==> config.mk <==
export PLATFORM = sky130hd
export DESIGN_NAME = gold_view
export DESIGN_NICKNAME = d
export VERILOG_FILES = /design/src/verilog/gold_view_pkg.sv /design/src/verilog/view_sequencer.sv /design/src/verilog/object_table.sv /design/src/verilog/background_fill.sv /design/src/verilog/sprite_draw.sv /design/src/verilog/pixel_out_stage.sv /design/src/verilog/round_control.sv /design/src/verilog/gold_view.sv
export SDC_FILE = /design/constraint.sdc
export NUM_CORES = 1
export LEC_CHECK = 0
export ABC_CLOCK_PERIOD_IN_PS = 5670
export BUFFER_PORTS_ARGS = -buffer_cell sky130_fd_sc_hd__buf_2
export CORE_ASPECT_RATIO = 0.9
export CORE_MARGIN = 10
export CORE_UTILIZATION = 25
export CTS_CLUSTER_SIZE = 30
export DETAILED_ROUTE_END_ITERATION = 8
export GPL_TIMING_DRIVEN = 0
export HOLD_SLACK_MARGIN = 0.15
export PLACE_DENSITY = 0.37
export SETUP_SLACK_MARGIN = 0.5
export SLEW_MARGIN = 20
export SYNTH_ARGS = -nofsm -noshare
export SYNTH_HDL_FRONTEND = slang
export SYNTH_HIERARCHICAL = 1
export SYNTH_SLANG_ARGS = --single-unit
==> constraint.sdc <==
create_clock -name clk -period 5.67 [get_ports clk]
set_input_delay 1.4175 -clock clk [delete_from_list [all_inputs] [get_ports clk]]
set_output_delay 1.4175 -clock clk [all_outputs]
set_load 0.02 [all_outputs]
==> src/verilog/gold_view_pkg.sv <==
// shared types, colors, point values and goal constants for the gold-mining view
// compile this package before any module that imports it
`default_nettype none

package gold_view_pkg;

	typedef logic [8:0] coord_x_t;
	typedef logic [7:0] coord_y_t;

	// 4-4-4 rgb, zero is transparent
	typedef logic [11:0] color_t;

	typedef struct packed {
		coord_x_t x;
		coord_y_t y;
		color_t   color;
		logic     valid;
	} pixel_t;

	typedef enum logic [1:0] {
		kind_gold,
		kind_stone,
		kind_diamond
	} obj_kind_e;

	typedef struct packed {
		coord_x_t  x;
		coord_y_t  y;
		obj_kind_e kind;
		logic      visible;
	} obj_entry_t;

	typedef logic [11:0] score_t;
	typedef logic [4:0]  level_t;

	// 5 gold, 7 stone, 3 diamond
	localparam int MAX_OBJECTS = 15;
	typedef logic [3:0] obj_index_t;

	localparam color_t BG_COLOR      = 12'h631;
	localparam color_t GOLD_COLOR    = 12'hfc0;
	localparam color_t STONE_COLOR   = 12'h888;
	localparam color_t DIAMOND_COLOR = 12'h0ef;

	localparam score_t GOLD_VALUE    = 12'd10;
	localparam score_t STONE_VALUE   = 12'd2;
	localparam score_t DIAMOND_VALUE = 12'd50;

	// goal for a level is GOAL_BASE + GOAL_STEP * level
	localparam score_t GOAL_BASE = 12'd50;
	localparam score_t GOAL_STEP = 12'd100;

	function automatic color_t kind_color(obj_kind_e kind);
		case (kind)
			kind_gold:    return GOLD_COLOR;
			kind_stone:   return STONE_COLOR;
			kind_diamond: return DIAMOND_COLOR;
			default:      return '0;
		endcase
	endfunction

	function automatic score_t kind_value(obj_kind_e kind);
		case (kind)
			kind_gold:    return GOLD_VALUE;
			kind_stone:   return STONE_VALUE;
			kind_diamond: return DIAMOND_VALUE;
			default:      return '0;
		endcase
	endfunction

endpackage

`default_nettype wire

==> src/verilog/view_sequencer.sv <==
// frame FSM: background fill first, then one sprite per table index
// loops while playing and falls back to idle as soon as playing drops
`timescale 1ns/1ps
`default_nettype none

module view_sequencer (
	input  wire                       clk,
	input  wire                       resetn,
	input  wire                       playing,
	output logic                      bg_start,
	input  wire                       bg_done,
	output logic                      sprite_start,
	input  wire                       sprite_done,
	output gold_view_pkg::obj_index_t obj_index
);
	import gold_view_pkg::*;

	localparam obj_index_t LAST_INDEX = obj_index_t'(MAX_OBJECTS - 1);

	typedef enum logic [2:0] {
		st_idle,
		st_background,
		st_obj_start,
		st_obj_wait,
		st_next
	} state_e;

	state_e state;

	always_ff @(posedge clk) begin
		if (!resetn || !playing) begin
			state     <= st_idle;
			obj_index <= '0;
		end else begin
			case (state)
				// both launch a new frame
				st_idle, st_next: begin
					state     <= st_background;
					obj_index <= '0;
				end
				st_background: begin
					if (bg_done) begin
						state <= st_obj_start;
					end
				end
				st_obj_start: begin
					state <= st_obj_wait;
				end
				st_obj_wait: begin
					if (sprite_done) begin
						if (obj_index == LAST_INDEX) begin
							state <= st_next;
						end else begin
							obj_index <= obj_index + 1'b1;
							state     <= st_obj_start;
						end
					end
				end
				default: begin
					state <= st_idle;
				end
			endcase
		end
	end

	assign bg_start     = playing && (state == st_idle || state == st_next);
	assign sprite_start = (state == st_obj_start);

endmodule

`default_nettype wire

==> src/verilog/object_table.sv <==
// object registers with a write port, grab handling and an indexed read
// a valid grab hides the entry and reports the kind's points to round control
`timescale 1ns/1ps
`default_nettype none

module object_table (
	input  wire                       clk,
	input  wire                       resetn,
	input  wire                       playing,
	input  wire                       obj_wr,
	input  gold_view_pkg::obj_index_t obj_wr_index,
	input  gold_view_pkg::obj_entry_t obj_wr_entry,
	input  wire                       grab,
	input  gold_view_pkg::obj_index_t grab_index,
	input  gold_view_pkg::obj_index_t read_index,
	output gold_view_pkg::obj_entry_t read_entry,
	output logic                      score_add,
	output gold_view_pkg::score_t     add_value
);
	import gold_view_pkg::*;

	obj_entry_t entries [MAX_OBJECTS];
	obj_entry_t grab_entry;
	logic       grab_hit;

	// index 15 lies past the table and reads as an invisible entry
	assign read_entry = (read_index < obj_index_t'(MAX_OBJECTS)) ? entries[read_index] : '0;
	assign grab_entry = (grab_index < obj_index_t'(MAX_OBJECTS)) ? entries[grab_index] : '0;

	assign grab_hit  = grab && playing && grab_entry.visible;
	assign score_add = grab_hit;
	assign add_value = kind_value(grab_entry.kind);

	always_ff @(posedge clk) begin
		if (!resetn) begin
			for (int i = 0; i < MAX_OBJECTS; i++) begin
				entries[i].visible <= 1'b0;
			end
		end else begin
			if (grab_hit) begin
				entries[grab_index].visible <= 1'b0;
			end
			// a write to the same entry overrides the grab
			if (obj_wr && obj_wr_index < obj_index_t'(MAX_OBJECTS)) begin
				entries[obj_wr_index] <= obj_wr_entry;
			end
		end
	end

endmodule

`default_nettype wire

==> src/verilog/background_fill.sv <==
// raster counter that paints the whole screen in the background color
// one pixel per cycle after start, done comes with the last pixel
`timescale 1ns/1ps
`default_nettype none

module background_fill #(
	parameter int SCREEN_W = 320,
	parameter int SCREEN_H = 240
) (
	input  wire                   clk,
	input  wire                   resetn,
	input  wire                   start,
	output gold_view_pkg::pixel_t pixel,
	output logic                  done
);
	import gold_view_pkg::*;

	localparam coord_x_t X_LAST = coord_x_t'(SCREEN_W - 1);
	localparam coord_y_t Y_LAST = coord_y_t'(SCREEN_H - 1);

	coord_x_t x;
	coord_y_t y;
	logic     active;
	logic     row_end;

	assign row_end = (x == X_LAST);
	assign done    = active && row_end && (y == Y_LAST);

	always_ff @(posedge clk) begin
		if (!resetn) begin
			active <= 1'b0;
			x      <= '0;
			y      <= '0;
		end else if (start) begin
			active <= 1'b1;
			x      <= '0;
			y      <= '0;
		end else if (active) begin
			if (done) begin
				active <= 1'b0;
			end
			x <= row_end ? '0 : x + 1'b1;
			if (row_end) begin
				y <= y + 1'b1;
			end
		end
	end

	assign pixel = '{x: x, y: y, color: BG_COLOR, valid: active};

endmodule

`default_nettype wire

==> src/verilog/sprite_draw.sv <==
// draws one object as a square sprite in its kind's color
// corners come out with color zero so the output stage skips them
`timescale 1ns/1ps
`default_nettype none

module sprite_draw #(
	parameter int SPRITE_SIZE = 16
) (
	input  wire                       clk,
	input  wire                       resetn,
	input  wire                       start,
	input  gold_view_pkg::obj_entry_t entry,
	output gold_view_pkg::pixel_t     pixel,
	output logic                      done
);
	import gold_view_pkg::*;

	localparam int OFS_W = (SPRITE_SIZE > 1) ? $clog2(SPRITE_SIZE) : 1;
	localparam logic [OFS_W-1:0] OFS_LAST = OFS_W'(SPRITE_SIZE - 1);

	obj_entry_t       ent;
	logic [OFS_W-1:0] ofs_x;
	logic [OFS_W-1:0] ofs_y;
	logic             active;
	logic             last;
	logic             edge_x;
	logic             edge_y;

	assign last   = (ofs_x == OFS_LAST) && (ofs_y == OFS_LAST);
	// an invisible entry spends a single cycle
	assign done   = active && (last || !ent.visible);
	assign edge_x = (ofs_x == '0) || (ofs_x == OFS_LAST);
	assign edge_y = (ofs_y == '0) || (ofs_y == OFS_LAST);

	always_ff @(posedge clk) begin
		if (start) begin
			ent <= entry;
		end
	end

	always_ff @(posedge clk) begin
		if (!resetn) begin
			active <= 1'b0;
			ofs_x  <= '0;
			ofs_y  <= '0;
		end else if (start) begin
			active <= 1'b1;
			ofs_x  <= '0;
			ofs_y  <= '0;
		end else if (active) begin
			if (done) begin
				active <= 1'b0;
			end
			ofs_x <= (ofs_x == OFS_LAST) ? '0 : ofs_x + 1'b1;
			if (ofs_x == OFS_LAST) begin
				ofs_y <= ofs_y + 1'b1;
			end
		end
	end

	assign pixel.x     = ent.x + coord_x_t'(ofs_x);
	assign pixel.y     = ent.y + coord_y_t'(ofs_y);
	assign pixel.color = (edge_x && edge_y) ? '0 : kind_color(ent.kind);
	assign pixel.valid = active && ent.visible;

endmodule

`default_nettype wire

==> src/verilog/pixel_out_stage.sv <==
// output register for the pixel stream
// background wins over sprite, transparent pixels are not written
`timescale 1ns/1ps
`default_nettype none

module pixel_out_stage (
	input  wire                   clk,
	input  wire                   resetn,
	input  gold_view_pkg::pixel_t bg_pixel,
	input  gold_view_pkg::pixel_t sprite_pixel,
	output gold_view_pkg::pixel_t pixel_out
);
	import gold_view_pkg::*;

	pixel_t sel;

	assign sel = bg_pixel.valid ? bg_pixel : sprite_pixel;

	always_ff @(posedge clk) begin
		if (!resetn) begin
			pixel_out.valid <= 1'b0;
		end else begin
			pixel_out.valid <= sel.valid && (sel.color != '0);
		end
		pixel_out.x     <= sel.x;
		pixel_out.y     <= sel.y;
		pixel_out.color <= sel.color;
	end

endmodule

`default_nettype wire

==> src/verilog/round_control.sv <==
// round timer, score, level and goal check
// at expiry the player moves up a level or the game ends
`timescale 1ns/1ps
`default_nettype none

module round_control #(
	parameter int ROUND_TIME       = 60,
	parameter int TICKS_PER_SECOND = 50_000_000
) (
	input  wire                   clk,
	input  wire                   resetn,
	input  wire                   go,
	input  wire                   score_add,
	input  gold_view_pkg::score_t add_value,
	output logic                  playing,
	output logic                  game_over,
	output gold_view_pkg::score_t score,
	output gold_view_pkg::level_t level,
	output logic [7:0]            time_remaining
);
	import gold_view_pkg::*;

	localparam int PRE_W = (TICKS_PER_SECOND > 1) ? $clog2(TICKS_PER_SECOND) : 1;
	localparam logic [PRE_W-1:0] PRE_LAST = PRE_W'(TICKS_PER_SECOND - 1);

	logic [PRE_W-1:0] prescale;
	logic             tick;
	score_t           goal;
	score_t           score_next;

	assign tick       = playing && (prescale == PRE_LAST);
	assign goal       = GOAL_BASE + GOAL_STEP * score_t'(level);
	// a grab on the expiry cycle still counts toward the goal
	assign score_next = score_add ? score + add_value : score;

	always_ff @(posedge clk) begin
		if (!resetn) begin
			playing        <= 1'b0;
			game_over      <= 1'b0;
			score          <= '0;
			level          <= '0;
			time_remaining <= '0;
			prescale       <= '0;
		end else if (go && !playing) begin
			playing        <= 1'b1;
			game_over      <= 1'b0;
			score          <= '0;
			level          <= '0;
			time_remaining <= 8'(ROUND_TIME);
			prescale       <= '0;
		end else if (playing) begin
			prescale <= tick ? '0 : prescale + 1'b1;
			score    <= score_next;
			if (tick && time_remaining != '0) begin
				if (time_remaining != 8'd1) begin
					time_remaining <= time_remaining - 1'b1;
				end else if (score_next >= goal) begin
					// next level
					level          <= level + 1'b1;
					score          <= '0;
					time_remaining <= 8'(ROUND_TIME);
				end else begin
					time_remaining <= '0;
					playing        <= 1'b0;
					game_over      <= 1'b1;
				end
			end
		end
	end

endmodule

`default_nettype wire

==> src/verilog/gold_view.sv <==
// top level of the gold-mining view and round controller
// streams frame pixels on pixel_out and reports score, level and time
`timescale 1ns/1ps
`default_nettype none

module gold_view #(
	parameter int SCREEN_W         = 320,
	parameter int SCREEN_H         = 240,
	parameter int SPRITE_SIZE      = 16,
	parameter int ROUND_TIME       = 60,
	parameter int TICKS_PER_SECOND = 50_000_000
) (
	input  wire                       clk,
	input  wire                       resetn,
	input  wire                       go,
	input  wire                       obj_wr,
	input  gold_view_pkg::obj_index_t obj_wr_index,
	input  gold_view_pkg::obj_entry_t obj_wr_entry,
	input  wire                       grab,
	input  gold_view_pkg::obj_index_t grab_index,
	output gold_view_pkg::pixel_t     pixel_out,
	output gold_view_pkg::score_t     score,
	output gold_view_pkg::level_t     level,
	output logic [7:0]                time_remaining,
	output logic                      playing,
	output logic                      game_over
);
	import gold_view_pkg::*;

	pixel_t     bg_pixel;
	pixel_t     sprite_pixel;
	obj_entry_t cur_entry;
	obj_index_t obj_index;
	score_t     add_value;
	logic       bg_start;
	logic       bg_done;
	logic       sprite_start;
	logic       sprite_done;
	logic       score_add;
	logic       run_resetn;

	// drawing path is held clear whenever no round is running
	assign run_resetn = resetn & playing;

	view_sequencer u_sequencer (
		.clk          (clk),
		.resetn       (resetn),
		.playing      (playing),
		.bg_start     (bg_start),
		.bg_done      (bg_done),
		.sprite_start (sprite_start),
		.sprite_done  (sprite_done),
		.obj_index    (obj_index)
	);

	object_table u_table (
		.clk          (clk),
		.resetn       (resetn),
		.playing      (playing),
		.obj_wr       (obj_wr),
		.obj_wr_index (obj_wr_index),
		.obj_wr_entry (obj_wr_entry),
		.grab         (grab),
		.grab_index   (grab_index),
		.read_index   (obj_index),
		.read_entry   (cur_entry),
		.score_add    (score_add),
		.add_value    (add_value)
	);

	background_fill #(
		.SCREEN_W (SCREEN_W),
		.SCREEN_H (SCREEN_H)
	) u_background (
		.clk    (clk),
		.resetn (run_resetn),
		.start  (bg_start),
		.pixel  (bg_pixel),
		.done   (bg_done)
	);

	sprite_draw #(
		.SPRITE_SIZE (SPRITE_SIZE)
	) u_sprite (
		.clk    (clk),
		.resetn (run_resetn),
		.start  (sprite_start),
		.entry  (cur_entry),
		.pixel  (sprite_pixel),
		.done   (sprite_done)
	);

	pixel_out_stage u_out_stage (
		.clk          (clk),
		.resetn       (run_resetn),
		.bg_pixel     (bg_pixel),
		.sprite_pixel (sprite_pixel),
		.pixel_out    (pixel_out)
	);

	round_control #(
		.ROUND_TIME       (ROUND_TIME),
		.TICKS_PER_SECOND (TICKS_PER_SECOND)
	) u_round (
		.clk            (clk),
		.resetn         (resetn),
		.go             (go),
		.score_add      (score_add),
		.add_value      (add_value),
		.playing        (playing),
		.game_over      (game_over),
		.score          (score),
		.level          (level),
		.time_remaining (time_remaining)
	);

endmodule

`default_nettype wire

After elaboration in Yosys (flattened, before gate mapping)
Memories as Yosys holds them, arrays and structs flattened. A register that Yosys moved wholly into a read port is not among the register bits.
Cells that the tools add are included.
Word-level totals
  register bits: 117
  RAM bits: 300
  bits of input ports: 33
  word-level logic and storage cells: 155
  memories: 1
Operators by class
  $add $sub $neg: 12
  multiply operators: 1
  $lt $le $gt $ge: 4
  equality and inequality tests: 18
  mux-type cells: 48
  bitwise logic cells: 5
  reductions and logical operators: 47
Memories
  u_table.entries: words 15, width 20, read ports 2, clocked after Yosys merged registers in 1, write ports 15, RTL line object_table.sv:22  | obj_entry_t entries [MAX_OBJECTS];
Operator list (number)
  $mux 12: 5
  $mux 20: 2
  $reduce_or 20->1: 2
  $pmux 12 s3: 1
  $mux 30: 1
  $add 26x1->26 const B: 1
  $eq 26x26->1 const B: 1
  $mux 26: 1
  $mux 6: 4
  $mux 4: 5
  $mux 1: 18
  $pmux 6 s3: 1
  $logic_and 1x1->1: 14
  $add 12x6->12: 1
  $add 4x1->4 const B: 3
  $add 6x12->12 const A: 1
  $eq 4x4->1 const B: 3
  $ge 12x12->1: 1
  $lt 4x4->1 const B: 3
  $mux 3: 4
  $pmux 3 s4: 1
  $reduce_bool 12->1: 1
  $mul 5x5->10 const A: 1
  $reduce_and 2->1: 5
  31 further kinds: 55

Longest topological paths before layout
  depth after elaboration: 12
  gate-level depth with buffers: 22
  mapped depth without buffers: 19

By module
The synthesis kept the hierarchy.
Modules (own cells, without submodules)
  object_table: instances 1, cells each 666, area each 13286.5 um2, sequential area each 9459.1 um2
  round_control: instances 1, cells each 464, area each 3794.9 um2, sequential area each 1061.0 um2
  sprite_draw: instances 1, cells each 159, area each 1737.9 um2, sequential area each 780.7 um2
  pixel_out_stage: instances 1, cells each 75, area each 1036.0 um2, sequential area each 600.6 um2
  background_fill: instances 1, cells each 118, area each 958.4 um2, sequential area each 360.3 um2
  view_sequencer: instances 1, cells each 44, area each 429.2 um2, sequential area each 140.1 um2
  gold_view: instances 1, cells each 1, area each 6.3 um2, sequential area each 0.0 um2

Least setup slack after synthesis
Ideal clock, no wire load.
  path kind: input -> register
  from: input grab_index[1]
  to: register u_round.score[7]
  setup time: 0.122 ns
  arrival time: 5.861 ns
  data required time: 5.548 ns
  slack: -0.313 ns
  stages on the path: 21
  cells stage by stage: buf_2 -> buf_2 -> mux4_2 -> a22oi_1 -> nand3_1 -> and3b_1 -> buf_4 -> ha_1 -> and4_1 -> a21boi_0 -> nand2_1 -> o41ai_1 -> mux2i_1 -> xor2_1 -> ha_1 -> and4_1 -> a22oi_1 -> a2111oi_4 -> buf_6 -> nor3_1 -> a311o_1
On the way
  longest elaborated chain between the ends: 10
  elaborated cells on any way between the ends: 14
  classes of those cells: add/sub (1); order compare (2); eq/ne (2); mux (6); reduce/logical (2); memory (1)
RTL lines
  from (decl): RTL line gold_view.sv:20  | input gold_view_pkg::obj_index_t grab_index,
  $mem_v2 15x20 or $lt 4x4->1 (tied branches)
  $mux 3 (*): RTL line object_table.sv:28  | assign grab_entry = (grab_index < obj_index_t'(MAX_OBJECTS)) ? entries[grab_index] : '0;
  $eq 2x2->1 (tied with other cells): RTL line gold_view_pkg.sv:63  | case (kind)
  $pmux 6 s3 (*): RTL line gold_view_pkg.sv:63
  named net add_value[4]: RTL line gold_view.sv:34  | score_t add_value;
  $add 12x6->12 (*): RTL line round_control.sv:34  | assign score_next = score_add ? score + add_value : score;
  $mux 12 (*): RTL line round_control.sv:34
  $ge 12x12->1: RTL line round_control.sv:57  | end else if (score_next >= goal) begin
  $mux 12: RTL line round_control.sv:57
  $mux 12: RTL line round_control.sv:55  | if (time_remaining != 8'd1) begin
  $mux 12 (*): RTL line round_control.sv:54  | if (tick && time_remaining != '0) begin
  to (signal assigned): RTL line round_control.sv:53  | score <= score_next;
  to (decl): RTL line round_control.sv:17  | output gold_view_pkg::score_t score,
Mark *: on every way through the listed nets, which the timed path passes. The rest lies on a longest branch.
A chain may end at the register's enable or synchronous reset.

Final worst setup path
  from: input grab_index[1]
  to: register u_round.score[0]
On the way
  longest elaborated chain between the ends: 10
  elaborated cells on any way between the ends: 14
  classes of those cells: add/sub (1); order compare (2); eq/ne (2); mux (6); reduce/logical (2); memory (1)
RTL lines (RTL line)
  $mem_v2 15x20 or $lt 4x4->1 (tied branches)
  $mux 3 (*): object_table.sv:28
  $eq 2x2->1 (tied with other cells): gold_view_pkg.sv:63
  $pmux 6 s3 (*): gold_view_pkg.sv:63
  named net add_value[4]: gold_view.sv:34
  $add 12x6->12 (*): round_control.sv:34
  $mux 12 (*): round_control.sv:34
  $ge 12x12->1 (*): round_control.sv:57
  $mux 12 (*): round_control.sv:57
  $mux 12 (*): round_control.sv:55
  $mux 12 (*): round_control.sv:54
Marked as above.

==> metrics.txt <==
outcome finished, final reports clean; min cycle time layout 5400 ps; Core ar. 84300 um2; Arr. time, crit path 5870 ps; Final Max Slew Viols 0; layout cells sized above 1 0.260; Post-Syn Area 21200 um2; largest net degree at the start of global routing 23; RSZ-0062 raised after global routing yes; Chip Height 297 um; clk sink count 457; Iteration-0 DRC Markers 829; Synth async-reset ratio 0; initial antenna violation count 18; Diodes inserted 0; Comb power frac 0.041; Cell Rows 101; CP Launch Type input pin; CTS tree done; prevailing post-synth register cell edfxtp_1; DR vias/cell 4.58; vias in the first global route 13707; die width 327 um; Final Power 7270 uW; CP Cell Sequence buf_12 > buf_12 > buf_12 > mux4_2 > a22oi_2 > nand3_2 > and3b_2 > buf_6 > ha_4 > and4_4 > a21boi_4 > nand2_2 > o41ai_4 > mux2i_1 > xor2_1 > ha_1 > and4_4 > a31oi_4 > a2111oi_4 > buf_6 > buf_6 > nor4b_2 > or3_1; switching share of power 0.221; Final Hold Viols 0; H-tree depth 2; Endpoint, Worst Hold u_round/game_over$_SDFFE_PP0P_; first-pass GRT wire length 90100 um; clock skew 36.5 ps; die area 97100 um2; cts bufs inserted 54; Least-Margin Pin Slew 1070 ps; Design Area, Final 25900 um2; DP Worst Slack -1250 ps; GRT Overall Usage 0.122; Initial Utilization 0.252; Flop pwr share 0.500; Cells after Synth 1527; FF-to-FF Start u_table/entries[3][1]$_DFFE_PP_; register area share after synthesis 0.584; Finished Layout Cells 2925; internal cell power 5660 uW; Synth Register Bits 457; largest cells by area after synthesis edfxtp_1 (46%), dfxtp_1 (12%), mux4_2 (8.6%); Clock Path Buffers 3; final hold slack 481 ps; Static Leak 0.00887 uW; YS warnings 6; vias after detailed routing 13399; IO Port Bufs 87; EDFF count, synth 325; total grt overflow 0; Clock Latency Late Sink 620 ps; worst hold stages 1; Syn-to-layout area delta 21.7%; Power Density 281 nW/um2; Boundary Pins 90; crit path kind input pin to flip-flop; fillcell total 8476; R2R cell count 20; DRC viols 0; clock root cell clkbuf_16; Pre-antenna DRT Iters 5; worst vdd ir 0.000255 V; fin crit share 0.953; Net Switching 1610 uW; top cell type's share of synthesized area 0.459; Mapped Avg Cell Area 13.9 um2; Unique masters post-synth 93; Setup-failing EPs final 0; reg2reg setup slack 840 ps; Hold Path Origin u_round/game_over$_SDFFE_PP0P_; fin nets 1851; worst min path class flip-flop to flip-flop; Post-DP HPWL 42600 um; Max Cap Viol 0; Slew HR 0.283; Setup WS post-layout 268 ps; mean routed wirelength per cell 20.4 um; CP peak stage delay 390 ps; CP required 6140 ps; Final ANT Viol Nets 0; endpoint class of the critical path flip-flop; WL final 59800 um; Reg2Reg Capture Point u_round/score[0]$_SDFFE_PP0P_; CTS clk-pin slew, worst paths 50 ps; GPL Wtd Cong 0.773; CP max stage cell a2111oi_4; Clk pwr share 0.459; Synth area leader edfxtp_1; Crit Path Max Fanout 6; Placed Area 23800 um2; Fmax 0.185 GHz; dpl cells 2809
==> worst max-delay path by stage <==
stage | slack [ps] | startpoint | depth (start not counted) | end
floorplan | -9 | grab_index[0] | 20 | u_round/score[7]$_SDFFE_PP0P_
global route | 150 | grab_index[1] | 23 | u_round/score[7]$_SDFFE_PP0P_
CTS | 330 | grab_index[1] | 23 | u_round/score[0]$_SDFFE_PP0P_
detailed placement | -1250 | grab_index[1] | 22 | u_round/level[1]$_SDFFE_PP0P_
global placement | -1210 | grab_index[1] | 22 | u_round/level[1]$_SDFFE_PP0P_
finish | 270 | grab_index[1] | 23 | u_round/score[0]$_SDFFE_PP0P_
==> cell usage after synthesis (25+ instances only) <==
| cell | instances |
|---|---|
| mux4_2 | 81 |
| mux2_2 | 38 |
| nand3_1 | 50 |
| nand2_1 | 90 |
| nor3_1 | 27 |
| nor2_1 | 92 |
| nor2b_1 | 30 |
| mux2i_1 | 29 |
| a21oi_1 | 51 |
| edfxtp_1 | 325 |
| dfxtp_1 | 132 |
| inv_1 | 42 |
| o21ai_0 | 25 |
| ha_1 | 63 |
| a211oi_1 | 38 |
| clkbuf_1 | 25 |
| xor2_1 | 37 |
| xnor2_1 | 28 |
| buf_4 | 36 |
==> final cells by class <==
type	count	area [um2]	area share
sequential	457	12400	0.479
multi-input combinational	969	8420	0.326
clock buffer	73	1490	0.0576
tap	1133	1420	0.0548
timing repair buffer	130	1030	0.0400
buffer	96	733	0.0283
clock inverter	24	208	0.00803
inverter	43	161	0.00624
==> sequential cells by signal, indices dropped and copies added (netlist names), 4 cells and up <==
register,cells
u_round/level,5
u_round/time_remaining,8
u_table/entries,320
u_sequencer/obj_index,4
u_out_stage/pixel_out,30
u_round/prescale,26
u_round/score,12
u_sprite/ofs_y,4
u_background/y,8
u_sprite/ofs_x,4
u_sprite/ent,20
u_background/x,9
==> worst max-delay path, delay by kind of cell <==
kind                       cells  cell delay, ps
and+or+nand+nor                7            1310
AOI/OAI and AO/OA              5            1170
buffers and inverters          6             770
adders and majority gates      2             540
muxes                          2             460
xor gates and xnor gates       1             160
==> metrics by stage <==
stage | util | TNS [ps]
2_1_floorplan | - | -21.1
3_3_place_gp | 0.277 | -69920
4_1_cts | 0.306 | 0
3_5_place_dp | 0.283 | -24780
6_report | 0.307 | 0
5_1_grt | 0.307 | 0
==> cells in the final DEF, fill, tap and decap left out, drive strengths merged, types with 12 or more instances in the layout <==
cell type	instances
xnor2	28
xor2	37
nor2b	30
nor2	92
clkbuf	100
a211oi	42
or3	12
edfxtp	325
nand4	21
a21oi	51
o21ai	28
nor4	17
mux4	90
and3	13
dfxtp	132
nand3	51
inv	45
nand2	90
buf	198
mux2	38
ha	63
mux2i	29
conb	42
nor3	28
clkinv	19
==> layer usage <==
| layer | GRT usage | part of all wire |
|---|---|---|
| met1 | 0.174 | 0.49 |
| met2 | 0.183 | 0.43 |
| met3 | 0.0285 | 0.051 |
| met4 | 0.0345 | 0.024 |
| met5 | 0 | 0.0015 |
==> power by group through the flow <==
stage	Sequential (uW)	Combinational [uW]	Clock, uW
floorplan	3710	151	0
global placement	3710	264	0
detailed placement	3710	279	0
CTS	3640	300	3480
global route	3640	331	3620
finish	3640	299	3340
==> cell families (layout without fill, tap and decap cells) <==
group                      after synthesis  after routing  share of synthesized area
and+or+nand+nor                        421            421                      0.104
AOI/OAI and AO/OA                      217            217                     0.0744
adders and majority gates               67             67                     0.0409
muxes                                  157            157                      0.131
buffers and inverters                  139            366                     0.0386
other                                    4             42                   0.000706
xor gates and xnor gates                65             65                     0.0268
DFF                                    457            457                      0.584
==> timing repair <==
action,CTS,global route
hold buffers,0,0
pin swaps,21,16
gates resized for setup,34,13
setup endpoints to repair,23,23
setup buffers,15,4
Note: power is estimated with default switching activity, not from simulation.
